==> src/rtl/rv_pkg.sv <==
package rv_pkg;

    localparam int xlen = 32;
    localparam int reg_addr_w = 5;
    localparam int num_regs = 32;

    typedef logic [xlen-1:0] word_t;
    typedef logic [reg_addr_w-1:0] reg_idx_t;

    localparam word_t reset_pc = 32'h0000_0000;
    localparam word_t instr_bytes = 32'd4;

    // RV32I major opcodes kept by this core
    typedef enum logic [6:0] {
        op     = 7'b0110011,
        op_imm = 7'b0010011,
        lui    = 7'b0110111,
        load   = 7'b0000011,
        store  = 7'b0100011,
        branch = 7'b1100011
    } opcode_e;

    typedef enum logic [3:0] {
        alu_add    = 4'd0,
        alu_sub    = 4'd1,
        alu_and    = 4'd2,
        alu_or     = 4'd3,
        alu_xor    = 4'd4,
        alu_slt    = 4'd5,
        alu_sltu   = 4'd6,
        alu_sll    = 4'd7,
        alu_srl    = 4'd8,
        alu_sra    = 4'd9,
        alu_pass_b = 4'd10
    } alu_op_e;

    typedef enum logic {
        wb_alu  = 1'b0,
        wb_load = 1'b1
    } wb_sel_e;

endpackage

==> src/rtl/pipe_ifs.sv <==
`timescale 1ns/100ps

// Decode to execute
interface id_ex_if import rv_pkg::*; ();
    logic     valid;
    word_t    pc;
    alu_op_e  alu_op;
    logic     use_imm;
    word_t    imm;
    reg_idx_t rs1;
    reg_idx_t rs2;
    word_t    rs1_val;
    word_t    rs2_val;
    reg_idx_t rd;
    logic     reg_we;
    logic     mem_re;
    logic     mem_we;
    logic     is_branch;
    logic     branch_ne;

    modport producer (output valid, pc, alu_op, use_imm, imm, rs1, rs2, rs1_val, rs2_val,
                      rd, reg_we, mem_re, mem_we, is_branch, branch_ne);
    modport consumer (input valid, pc, alu_op, use_imm, imm, rs1, rs2, rs1_val, rs2_val,
                      rd, reg_we, mem_re, mem_we, is_branch, branch_ne);
endinterface

// Execute to memory
interface ex_mem_if import rv_pkg::*; ();
    logic     valid;
    reg_idx_t rd;
    logic     reg_we;
    logic     mem_re;
    logic     mem_we;
    word_t    result;
    word_t    store_data;

    modport producer (output valid, rd, reg_we, mem_re, mem_we, result, store_data);
    modport consumer (input valid, rd, reg_we, mem_re, mem_we, result, store_data);
endinterface

// Memory to writeback and the retire view
interface mem_wb_if import rv_pkg::*; ();
    logic     valid;
    reg_idx_t rd;
    logic     reg_we;
    word_t    data;

    modport producer (output valid, rd, reg_we, data);
    modport consumer (input valid, rd, reg_we, data);
endinterface

==> src/rtl/decode_stage.sv <==
`timescale 1ns/100ps

module decode_stage import rv_pkg::*; (
    input  logic       clk,
    input  logic       reset,
    input  logic       if_valid,
    input  word_t      if_pc,
    input  word_t      if_instr,
    input  logic       redirect,
    input  logic       mem_busy,
    output logic       load_use_stall,
    id_ex_if.producer  id_ex,
    mem_wb_if.consumer wb
);
    word_t      regs [num_regs];
    opcode_e    opcode;
    logic [2:0] funct3;
    logic       funct7_5;
    reg_idx_t   rs1;
    reg_idx_t   rs2;
    reg_idx_t   rd;
    word_t      imm_i;
    word_t      imm_s;
    word_t      imm_b;
    word_t      imm_u;
    word_t      rs1_val;
    word_t      rs2_val;
    logic       wb_write;

    alu_op_e    alu_op;
    word_t      imm;
    logic       use_imm;
    logic       reg_we;
    logic       mem_re;
    logic       mem_we;
    logic       is_branch;
    logic       uses_rs1;
    logic       uses_rs2;

    assign opcode   = opcode_e'(if_instr[6:0]);
    assign funct3   = if_instr[14:12];
    assign funct7_5 = if_instr[30];
    assign rs1      = if_instr[19:15];
    assign rs2      = if_instr[24:20];
    assign rd       = if_instr[11:7];

    assign imm_i = {{20{if_instr[31]}}, if_instr[31:20]};
    assign imm_s = {{20{if_instr[31]}}, if_instr[31:25], if_instr[11:7]};
    assign imm_b = {{19{if_instr[31]}}, if_instr[31], if_instr[7], if_instr[30:25],
                    if_instr[11:8], 1'b0};
    assign imm_u = {if_instr[31:12], 12'h000};

    function automatic alu_op_e arith_op(input logic [2:0] f3, input logic alt);
        case (f3)
            3'b000:  arith_op = alt ? alu_sub : alu_add;
            3'b001:  arith_op = alu_sll;
            3'b010:  arith_op = alu_slt;
            3'b011:  arith_op = alu_sltu;
            3'b100:  arith_op = alu_xor;
            3'b101:  arith_op = alt ? alu_sra : alu_srl;
            3'b110:  arith_op = alu_or;
            default: arith_op = alu_and;
        endcase
    endfunction

    // Unknown opcodes fall out as no-ops
    always_comb begin
        alu_op    = alu_add;
        imm       = imm_i;
        use_imm   = 1'b0;
        reg_we    = 1'b0;
        mem_re    = 1'b0;
        mem_we    = 1'b0;
        is_branch = 1'b0;
        uses_rs1  = 1'b0;
        uses_rs2  = 1'b0;
        case (opcode)
            op: begin
                alu_op   = arith_op(funct3, funct7_5);
                reg_we   = 1'b1;
                uses_rs1 = 1'b1;
                uses_rs2 = 1'b1;
            end
            op_imm: begin
                alu_op   = arith_op(funct3, funct7_5 && funct3 == 3'b101);
                use_imm  = 1'b1;
                reg_we   = 1'b1;
                uses_rs1 = 1'b1;
            end
            lui: begin
                alu_op  = alu_pass_b;
                imm     = imm_u;
                use_imm = 1'b1;
                reg_we  = 1'b1;
            end
            load: begin
                use_imm  = 1'b1;
                reg_we   = 1'b1;
                mem_re   = 1'b1;
                uses_rs1 = 1'b1;
            end
            store: begin
                imm      = imm_s;
                use_imm  = 1'b1;
                mem_we   = 1'b1;
                uses_rs1 = 1'b1;
                uses_rs2 = 1'b1;
            end
            branch: begin
                // BEQ and BNE only
                if (funct3[2:1] == 2'b00) begin
                    alu_op    = alu_sub;
                    imm       = imm_b;
                    is_branch = 1'b1;
                    uses_rs1  = 1'b1;
                    uses_rs2  = 1'b1;
                end
            end
            default: begin
            end
        endcase
    end

    assign wb_write = wb.valid && wb.reg_we && wb.rd != '0;

    always_ff @(posedge clk) begin
        if (wb_write) begin
            regs[wb.rd] <= wb.data;
        end
    end

    // Write-through read with x0 hardwired to zero
    function automatic word_t read_reg(input reg_idx_t idx);
        if (idx == '0) begin
            read_reg = '0;
        end else if (wb_write && wb.rd == idx) begin
            read_reg = wb.data;
        end else begin
            read_reg = regs[idx];
        end
    endfunction

    always_comb begin
        rs1_val = read_reg(rs1);
        rs2_val = read_reg(rs2);
    end

    assign load_use_stall = if_valid && id_ex.valid && id_ex.mem_re && id_ex.reg_we &&
                            ((uses_rs1 && rs1 == id_ex.rd) || (uses_rs2 && rs2 == id_ex.rd));

    always_ff @(posedge clk) begin
        if (reset || redirect) begin
            id_ex.valid <= 1'b0;
        end else if (!mem_busy) begin
            id_ex.valid <= if_valid && !load_use_stall;
        end
    end

    always_ff @(posedge clk) begin
        if (!mem_busy) begin
            id_ex.pc        <= if_pc;
            id_ex.alu_op    <= alu_op;
            id_ex.use_imm   <= use_imm;
            id_ex.imm       <= imm;
            id_ex.rs1       <= rs1;
            id_ex.rs2       <= rs2;
            id_ex.rs1_val   <= rs1_val;
            id_ex.rs2_val   <= rs2_val;
            id_ex.rd        <= rd;
            id_ex.reg_we    <= reg_we && rd != '0;
            id_ex.mem_re    <= mem_re;
            id_ex.mem_we    <= mem_we;
            id_ex.is_branch <= is_branch;
            id_ex.branch_ne <= funct3[0];
        end else begin
            // Held operands pick up writebacks that retire during the stall
            if (wb_write && wb.rd == id_ex.rs1) begin
                id_ex.rs1_val <= wb.data;
            end
            if (wb_write && wb.rd == id_ex.rs2) begin
                id_ex.rs2_val <= wb.data;
            end
        end
    end

    a_no_x0_write: assert property (@(posedge clk) disable iff (reset)
        !(wb.valid && wb.reg_we && wb.rd == '0));

endmodule

==> src/rtl/execute_stage.sv <==
`timescale 1ns/100ps

module execute_stage import rv_pkg::*; (
    input  logic       clk,
    input  logic       reset,
    input  logic       mem_busy,
    id_ex_if.consumer  id_ex,
    ex_mem_if.producer ex_mem,
    mem_wb_if.consumer wb,
    output logic       redirect,
    output word_t      redirect_pc
);
    word_t op_a;
    word_t op_b_reg;
    word_t op_b;
    word_t alu_result;
    logic  taken;

    // Youngest writer wins; a load in MEM has no data yet
    function automatic word_t forward(input reg_idx_t idx, input word_t reg_val);
        if (idx == '0) begin
            forward = reg_val;
        end else if (ex_mem.valid && ex_mem.reg_we && !ex_mem.mem_re && ex_mem.rd == idx) begin
            forward = ex_mem.result;
        end else if (wb.valid && wb.reg_we && wb.rd == idx) begin
            forward = wb.data;
        end else begin
            forward = reg_val;
        end
    endfunction

    always_comb begin
        op_a     = forward(id_ex.rs1, id_ex.rs1_val);
        op_b_reg = forward(id_ex.rs2, id_ex.rs2_val);
        op_b     = id_ex.use_imm ? id_ex.imm : op_b_reg;
    end

    always_comb begin
        case (id_ex.alu_op)
            alu_add:    alu_result = op_a + op_b;
            alu_sub:    alu_result = op_a - op_b;
            alu_and:    alu_result = op_a & op_b;
            alu_or:     alu_result = op_a | op_b;
            alu_xor:    alu_result = op_a ^ op_b;
            alu_slt:    alu_result = {31'd0, $signed(op_a) < $signed(op_b)};
            alu_sltu:   alu_result = {31'd0, op_a < op_b};
            alu_sll:    alu_result = op_a << op_b[4:0];
            alu_srl:    alu_result = op_a >> op_b[4:0];
            alu_sra:    alu_result = $signed(op_a) >>> op_b[4:0];
            alu_pass_b: alu_result = op_b;
            default:    alu_result = op_a + op_b;
        endcase
    end

    // BEQ/BNE on the forwarded register operands
    assign taken       = (op_a == op_b_reg) ^ id_ex.branch_ne;
    assign redirect    = id_ex.valid && id_ex.is_branch && taken && !mem_busy;
    assign redirect_pc = id_ex.pc + id_ex.imm;

    always_ff @(posedge clk) begin
        if (reset) begin
            ex_mem.valid <= 1'b0;
        end else if (!mem_busy) begin
            ex_mem.valid <= id_ex.valid;
        end
    end

    always_ff @(posedge clk) begin
        if (!mem_busy) begin
            ex_mem.rd         <= id_ex.rd;
            ex_mem.reg_we     <= id_ex.reg_we;
            ex_mem.mem_re     <= id_ex.mem_re;
            ex_mem.mem_we     <= id_ex.mem_we;
            ex_mem.result     <= alu_result;
            ex_mem.store_data <= op_b_reg;
        end
    end

    // The slot behind a taken branch must come back empty from decode
    a_redirect_flush: assert property (@(posedge clk) disable iff (reset)
        redirect |=> !id_ex.valid);

endmodule

==> src/rtl/fetch_stage.sv <==
`timescale 1ns/100ps

module fetch_stage import rv_pkg::*; (
    input  logic  clk,
    input  logic  reset,
    input  logic  redirect,
    input  word_t redirect_pc,
    input  logic  hold,
    output word_t imem_addr,
    input  word_t imem_data,
    output logic  if_valid,
    output word_t if_pc,
    output word_t if_instr
);
    word_t pc;
    word_t next_pc;

    // Redirect beats hold
    always_comb begin
        if (redirect) begin
            next_pc = redirect_pc;
        end else if (hold) begin
            next_pc = pc;
        end else begin
            next_pc = pc + instr_bytes;
        end
    end

    assign imem_addr = pc;

    always_ff @(posedge clk) begin
        if (reset) begin
            pc       <= reset_pc;
            if_valid <= 1'b0;
        end else begin
            pc <= next_pc;
            if (redirect) begin
                if_valid <= 1'b0;
            end else if (!hold) begin
                if_valid <= 1'b1;
            end
        end
    end

    // IF/ID payload
    always_ff @(posedge clk) begin
        if (!hold && !redirect) begin
            if_pc    <= pc;
            if_instr <= imem_data;
        end
    end

endmodule

==> src/rtl/memory_stage.sv <==
`timescale 1ns/100ps

module memory_stage import rv_pkg::*; (
    input  logic       clk,
    input  logic       reset,
    ex_mem_if.consumer ex_mem,
    output logic       mem_busy,
    output logic       dmem_req,
    output logic       dmem_we,
    output word_t      dmem_addr,
    output word_t      dmem_wdata,
    input  logic       dmem_ack,
    input  word_t      dmem_rdata,
    mem_wb_if.producer wb
);
    typedef enum logic [1:0] {
        idle,
        wait_ack_high,
        wait_ack_low
    } dmem_state_e;

    dmem_state_e state;
    logic        access;
    word_t       load_data;
    wb_sel_e     wb_sel;

    assign access   = ex_mem.valid && (ex_mem.mem_re || ex_mem.mem_we);
    // Busy until the cycle the responder drops ack
    assign mem_busy = access && !(state == wait_ack_low && !dmem_ack);

    assign dmem_req   = (state == wait_ack_high);
    assign dmem_we    = ex_mem.mem_we;
    assign dmem_addr  = ex_mem.result;
    assign dmem_wdata = ex_mem.store_data;

    always_ff @(posedge clk) begin
        if (reset) begin
            state <= idle;
        end else begin
            case (state)
                idle: begin
                    if (access && !dmem_ack) begin
                        state <= wait_ack_high;
                    end
                end
                wait_ack_high: begin
                    if (dmem_ack) begin
                        state <= wait_ack_low;
                    end
                end
                wait_ack_low: begin
                    if (!dmem_ack) begin
                        state <= idle;
                    end
                end
                default: state <= idle;
            endcase
        end
    end

    always_ff @(posedge clk) begin
        if (state == wait_ack_high && dmem_ack) begin
            load_data <= dmem_rdata;
        end
    end

    assign wb_sel = ex_mem.mem_re ? wb_load : wb_alu;

    // Bubbles while the port is busy, so nothing retires twice
    always_ff @(posedge clk) begin
        if (reset) begin
            wb.valid <= 1'b0;
        end else begin
            wb.valid <= ex_mem.valid && !mem_busy;
        end
    end

    always_ff @(posedge clk) begin
        wb.rd     <= ex_mem.rd;
        wb.reg_we <= ex_mem.reg_we;
        wb.data   <= (wb_sel == wb_load) ? load_data : ex_mem.result;
    end

    a_req_until_ack: assert property (@(posedge clk) disable iff (reset)
        dmem_req && !dmem_ack |=> dmem_req);

    a_addr_stable: assert property (@(posedge clk) disable iff (reset)
        dmem_req |=> !dmem_req || ($stable(dmem_addr) && $stable(dmem_we) &&
                                   $stable(dmem_wdata)));

    a_no_req_on_ack: assert property (@(posedge clk) disable iff (reset)
        !dmem_req && dmem_ack |=> !dmem_req);

endmodule

==> src/rtl/rv32_core.sv <==
`timescale 1ns/100ps

module rv32_core import rv_pkg::*; (
    input  logic     clk,
    input  logic     reset,
    output word_t    imem_addr,
    input  word_t    imem_data,
    output logic     dmem_req,
    output logic     dmem_we,
    output word_t    dmem_addr,
    output word_t    dmem_wdata,
    input  logic     dmem_ack,
    input  word_t    dmem_rdata,
    output logic     retire_valid,
    output logic     retire_we,
    output reg_idx_t retire_rd,
    output word_t    retire_data
);
    logic  redirect;
    word_t redirect_pc;
    logic  load_use_stall;
    logic  mem_busy;
    logic  fetch_hold;
    logic  if_valid;
    word_t if_pc;
    word_t if_instr;

    id_ex_if  id_ex ();
    ex_mem_if ex_mem ();
    mem_wb_if mem_wb ();

    assign fetch_hold = load_use_stall || mem_busy;

    fetch_stage i_fetch (
        .clk         (clk),
        .reset       (reset),
        .redirect    (redirect),
        .redirect_pc (redirect_pc),
        .hold        (fetch_hold),
        .imem_addr   (imem_addr),
        .imem_data   (imem_data),
        .if_valid    (if_valid),
        .if_pc       (if_pc),
        .if_instr    (if_instr)
    );

    decode_stage i_decode (
        .clk            (clk),
        .reset          (reset),
        .if_valid       (if_valid),
        .if_pc          (if_pc),
        .if_instr       (if_instr),
        .redirect       (redirect),
        .mem_busy       (mem_busy),
        .load_use_stall (load_use_stall),
        .id_ex          (id_ex.producer),
        .wb             (mem_wb.consumer)
    );

    execute_stage i_execute (
        .clk         (clk),
        .reset       (reset),
        .mem_busy    (mem_busy),
        .id_ex       (id_ex.consumer),
        .ex_mem      (ex_mem.producer),
        .wb          (mem_wb.consumer),
        .redirect    (redirect),
        .redirect_pc (redirect_pc)
    );

    memory_stage i_memory (
        .clk        (clk),
        .reset      (reset),
        .ex_mem     (ex_mem.consumer),
        .mem_busy   (mem_busy),
        .dmem_req   (dmem_req),
        .dmem_we    (dmem_we),
        .dmem_addr  (dmem_addr),
        .dmem_wdata (dmem_wdata),
        .dmem_ack   (dmem_ack),
        .dmem_rdata (dmem_rdata),
        .wb         (mem_wb.producer)
    );

    assign retire_valid = mem_wb.valid;
    assign retire_we    = mem_wb.reg_we;
    assign retire_rd    = mem_wb.rd;
    assign retire_data  = mem_wb.data;

endmodule

==> config.mk <==
export PLATFORM = sky130hd
export DESIGN_NAME = rv32_core
export DESIGN_NICKNAME = d
export VERILOG_FILES = /design/src/rtl/rv_pkg.sv /design/src/rtl/pipe_ifs.sv /design/src/rtl/decode_stage.sv /design/src/rtl/execute_stage.sv /design/src/rtl/fetch_stage.sv /design/src/rtl/memory_stage.sv /design/src/rtl/rv32_core.sv
export SDC_FILE = /design/constraint.sdc
export NUM_CORES = 2
export LEC_CHECK = 0
export ABC_AREA = 0
export BUFFER_PORTS_ARGS = -buffer_cell sky130_fd_sc_hd__clkbuf_2
export CAP_MARGIN = 20
export CORE_MARGIN = 4
export CORE_UTILIZATION = 28
export CTS_BUF_LIST = sky130_fd_sc_hd__clkbuf_4 sky130_fd_sc_hd__clkbuf_8
export CTS_CLUSTER_SIZE = 8
export DETAILED_ROUTE_END_ITERATION = 12
export GPL_ROUTABILITY_DRIVEN = 0
export GPL_TIMING_DRIVEN = 0
export PLACE_DENSITY = 0.43
export REMOVE_ABC_BUFFERS = 1
export SYNTH_ARGS = -nofsm -noshare
export SYNTH_HDL_FRONTEND = slang
export SYNTH_SLANG_ARGS = --single-unit
==> constraint.sdc <==
create_clock -name clk -period 6.2 [get_ports clk]
set_clock_uncertainty 0.2 [all_clocks]
set_input_delay 0.31 -clock clk [delete_from_list [all_inputs] [get_ports clk]]
set_output_delay 0.31 -clock clk [all_outputs]
set_load 0.01 [all_outputs]
==> key figures <==
STA
  • Final period util: about 100%
  • F_max: ~160 MHz
  • Hold Worst Slack: about 0.14 ns
  • Worst setup margin: 0.00873 ns
  • Actual slew at the worst max-slew pin: around 1.2 ns
  • Minimum clock period: 6.19 ns
  • Pins Over Slew Limit: 0
  • Final Hold Fails: 0
  • Finish-stage setup viols: 0
  • RSZ-0062 raised after global routing: true
  • Total negative slack: 0 ns
  • Worst slew margin: around 22%

Clock tree
  • Clock Pin Slew Worst Setup and Hold Paths: around 0.060 ns
  • Clock Path Buffers: 4
  • Clk Latency, worst-skew pair: roughly 1.1 ns
  • CTS buffer count: around 280
  • CTS tree: yes
  • H-tree depth: 5
  • Root buf cell: clkbuf_8
  • CTS sink count: about 1400

Route
  • Routed Antenna Nets: 0
  • Routed met1 length: around 120000 µm
  • Initial DRC count: 5051
  • Vias/cell: 5.43
  • Vias: between 40000 and 50000
  • Routed WL: 289000 µm
  • WL met2: approximately 130000 µm
  • Top Metal Used: met5
  • Avg WL per Cell: about 32 µm
  • Number of remaining DRC errors: 0
  • Metal3 WL: approximately 21000 µm
  • Drt pass-1 iters: 7

Global routing
  • Largest net degree at the start of global routing: 96
  • First-pass GRT wire length: 398000 µm
  • Number of global-route vias before repair: between 40000 and 50000
  • Initial antenna violation count: 8
  • Global Route Usage Sum: about 21%
  • Overflow after GRT: 0

Synthesis
  • Count of flip-flops with a built-in enable after synthesis: ~1300
  • Asr flop ratio synth: 0%
  • Sequential fraction of the synthesis area: between 50 and 60%
  • Syn avg cell area: 15.7 µm²
  • Synth cell types: 91
  • Post-synthesis instance total: about 4700
  • Top FF cell, synth: edfxtp_1
  • Seq cells post-synth: around 1400
  • Yosys Warn Count: 0
  • Post-Syn Area: about 0.073 mm²

Pwr
  • P_sw: slightly above 9 mW
  • Clk pwr share: between 30% and 40%
  • Lkg Pwr: ~31 nW
  • Max IR drop VDD: between 0.0002 and 0.00025 V
  • Total Power: between 20 and 30 mW
  • Sw Share: approximately a third
  • Power Density: between 300 and 400 mW/mm²
  • Internal Dissipation: just under 20 mW
  • Comb pwr share: between 20% and 30%
  • Sequential Power Share: between 40 and 50%

Critical path
  • WS Path Type: flop to flop
  • Worst R2R Setup Slack: roughly 0.0087 ns
  • CP startpoint kind: flop
  • Reg2Reg Depth: 23
  • Crit. End Element: flop
  • Peak fanout along the critical path: 21
  • Reg2reg end: i_execute.ex_mem.result[16]
  • Reg2Reg Launch Point: i_decode.id_ex.rs2[4]
  • CP Data Arrival Time: ~6.7 ns
  • Critical Path RT: roughly 6.7 ns

Final layout
  • Area Growth Syn to Fin: 23.9%
  • Nets: ~5500
  • Share of layout cells above drive strength 1: 34.0%
  • Final core occ: about a third

Die
  • Core Box Area: around 0.26 mm²
  • Initial Util: around 28%
  • FP Rows: roughly 190
  • Die ar.: roughly 0.27 mm²
  • I/O pins: between 200 and 250
  • Vert. Die Dim: approximately 520 µm
  • Die Width: between 500 and 600 µm

Flow run
  • Max-Cap Viols: 0

Status
  • Status: completed

Place
  • Hpwl dp: between 150000 and 200000 µm
  • Pre-CTS setup slack: -3.45 ns
  • # port buffers: a little over 200

Worst hold path
  • WHS Endpoint: i_memory.wb.reg_we
  • Hold Path Cell Cnt: 0
  • Hold Startpoint: i_execute.ex_mem.reg_we
  • Hold Path Class: flop to flop
[power groups by stage]
stage | clock [mW] | sequential (mW) | combinational, mW
6_report | 9.27 | 13.1 | 6.47
5_1_grt | 10.0 | 13.2 | 6.86
4_1_cts | 9.55 | 13.2 | 6.20
3_5_place_dp | 0 | 13.4 | 5.85
3_3_place_gp | 0 | 14.3 | 4.91
2_1_floorplan | 0 | 13.3 | 2.89
[cell type report]
| type | instances | area, µm² |
|---|---|---|
| Antenna cell | 4 | 10.0 |
| Clock buffer | 396 | 4900 |
| Clock inverter | 80 | 395 |
| Fill cell | 24800 | 169000 |
| Inverter | 137 | 564 |
| Multi-Input combinational cell | 2832 | 31200 |
| Sequential cell | 1431 | 42200 |
| Tap cell | 3496 | 4370 |
| Timing Repair Buffer | 624 | 7380 |
| Timing Repair inverter | 1 | 8.76 |
[critical path, stage by stage (launching register included)]
cell and delay, ns:
edfxtp_1 0.51, xor2_2 0.21, nor4_4 0.32, buf_4 0.17, o211ai_4 0.07, buf_12 0.17
buf_12 0.16, o22a_1 0.24, o22ai_4 0.13, buf_6 0.16, nor2_1 0.06, a21oi_2 0.24
ha_4 0.28, or4_4 0.57, or3_1 0.34, a211o_4 0.32, a31oi_4 0.18, o21ai_1 0.09
or3b_2 0.24, o22a_1 0.14, a21oi_1 0.07, a2111oi_2 0.35, buf_2 0.22, o211ai_1 0.29
[routing by layer]
metal | global-route usage (%) | up-vias
li1 | - | 20400
met1 | 28.0 | 25900
met2 | 32.5 | 2145
met3 | 4.18 | 520
met4 | 9.11 | 2
met5 | 0 | -
[cells in the final DEF, fill, tap and decap left out, drive strengths merged, types with 45 or more instances in the layout]
master and instances:
ha 129, buf 288, nand2 218, dlygate4sd3 132, clkinv 70, xor2 66, o21ai 178, a21oi 143
clkbuf 600, and3 51, mux2 60, mux4 640, nand3 45, nor3 51, a21o 49, and2 53
mux2i 201, dfxtp 86, inv 139, xnor2 78, o22ai 53, nor2 274, a211oi 48, edfxtp 1345
[worst max-delay path by stage]
stage                            start  cells after the start                     endpoint
2_1_floorplan                     flop                      4    i_decode.id_ex.rs1_val[0]
6_report         i_decode.id_ex.rs2[4]                     23  i_execute.ex_mem.result[16]
5_1_grt          i_decode.id_ex.rs2[4]                     23  i_execute.ex_mem.result[16]
3_5_place_dp   i_execute.ex_mem.mem_re                     19   i_execute.ex_mem.result[0]
3_3_place_gp                      flop                      4    i_decode.id_ex.rs1_val[9]
4_1_cts         i_execute.ex_mem.rd[3]                     20  i_execute.ex_mem.result[16]
[flip-flops by register name (all words and copies together), names as in the netlist, 32 cells and up, named ones only]
signal,cells
i_memory.load_data,32
i_decode.id_ex.pc,32
i_fetch.if_pc,32
i_decode.id_ex.rs1_val,32
i_fetch.imem_addr,32
i_fetch.if_instr,32
i_memory.wb.data,32
i_decode.id_ex.rs2_val,32
i_decode.regs,1024
i_execute.ex_mem.store_data,32
i_execute.ex_mem.result,32
i_decode.id_ex.imm,32
[metrics by stage]
step                instances  cell area (µm²)
floorplan                4397            72300
global placement         8096            77700
detailed placement       8291            82300
CTS                      8964            90400
global route             9001            91000
finish                   9001            91000
[synthesized netlist by cell type (28+ instances only)]
library cell / number / area (µm²)
mux4_2: 640 / 14400
clkbuf_1: 217 / 815
a21o_1: 49 / 368
xnor2_1: 78 / 683
mux2_2: 50 / 563
ha_1: 129 / 1610
o22ai_1: 53 / 332
dfxtp_1: 86 / 1720
nor2_1: 271 / 1020
a21oi_1: 143 / 716
edfxtp_1: 1345 / 40400
mux2i_1: 201 / 2010
inv_1: 133 / 499
nand3_1: 45 / 225
nor3_1: 50 / 250
o21ai_0: 174 / 871
xor2_1: 66 / 578
and3_1: 51 / 319
o22a_1: 28 / 245
a211oi_1: 38 / 285
buf_1: 75 / 282
and2_1: 53 / 332
nand2_1: 218 / 818
[cells by family (layout without fill, tap and decap cells)]
family | count (synthesis) | in the layout | synth area share (%)
DFF | 1431 | 1431 | 57.3
muxes | 901 | 901 | 23.3
adders and majority gates | 132 | 132 | 2.28
other | 1 | 36 | 0.00510
AOI/OAI and AO/OA | 801 | 801 | 7.67
buffers and inverters | 459 | 1238 | 2.43
and+or+nand+nor | 819 | 822 | 5.29
xor gates and xnor gates | 144 | 144 | 1.72
[what timing repair did]
action / in CTS / in global routing
hold buffers: 132 / 0
gates cloned: 3 / 1
setup buffers: 62 / 29
hold endpoints to repair: 144 / 0
endpoints found under the setup margin: 138 / 14
pin swaps: 44 / 43
gates resized for setup: 153 / 68
Note: power is estimated with default switching activity, not from simulation.
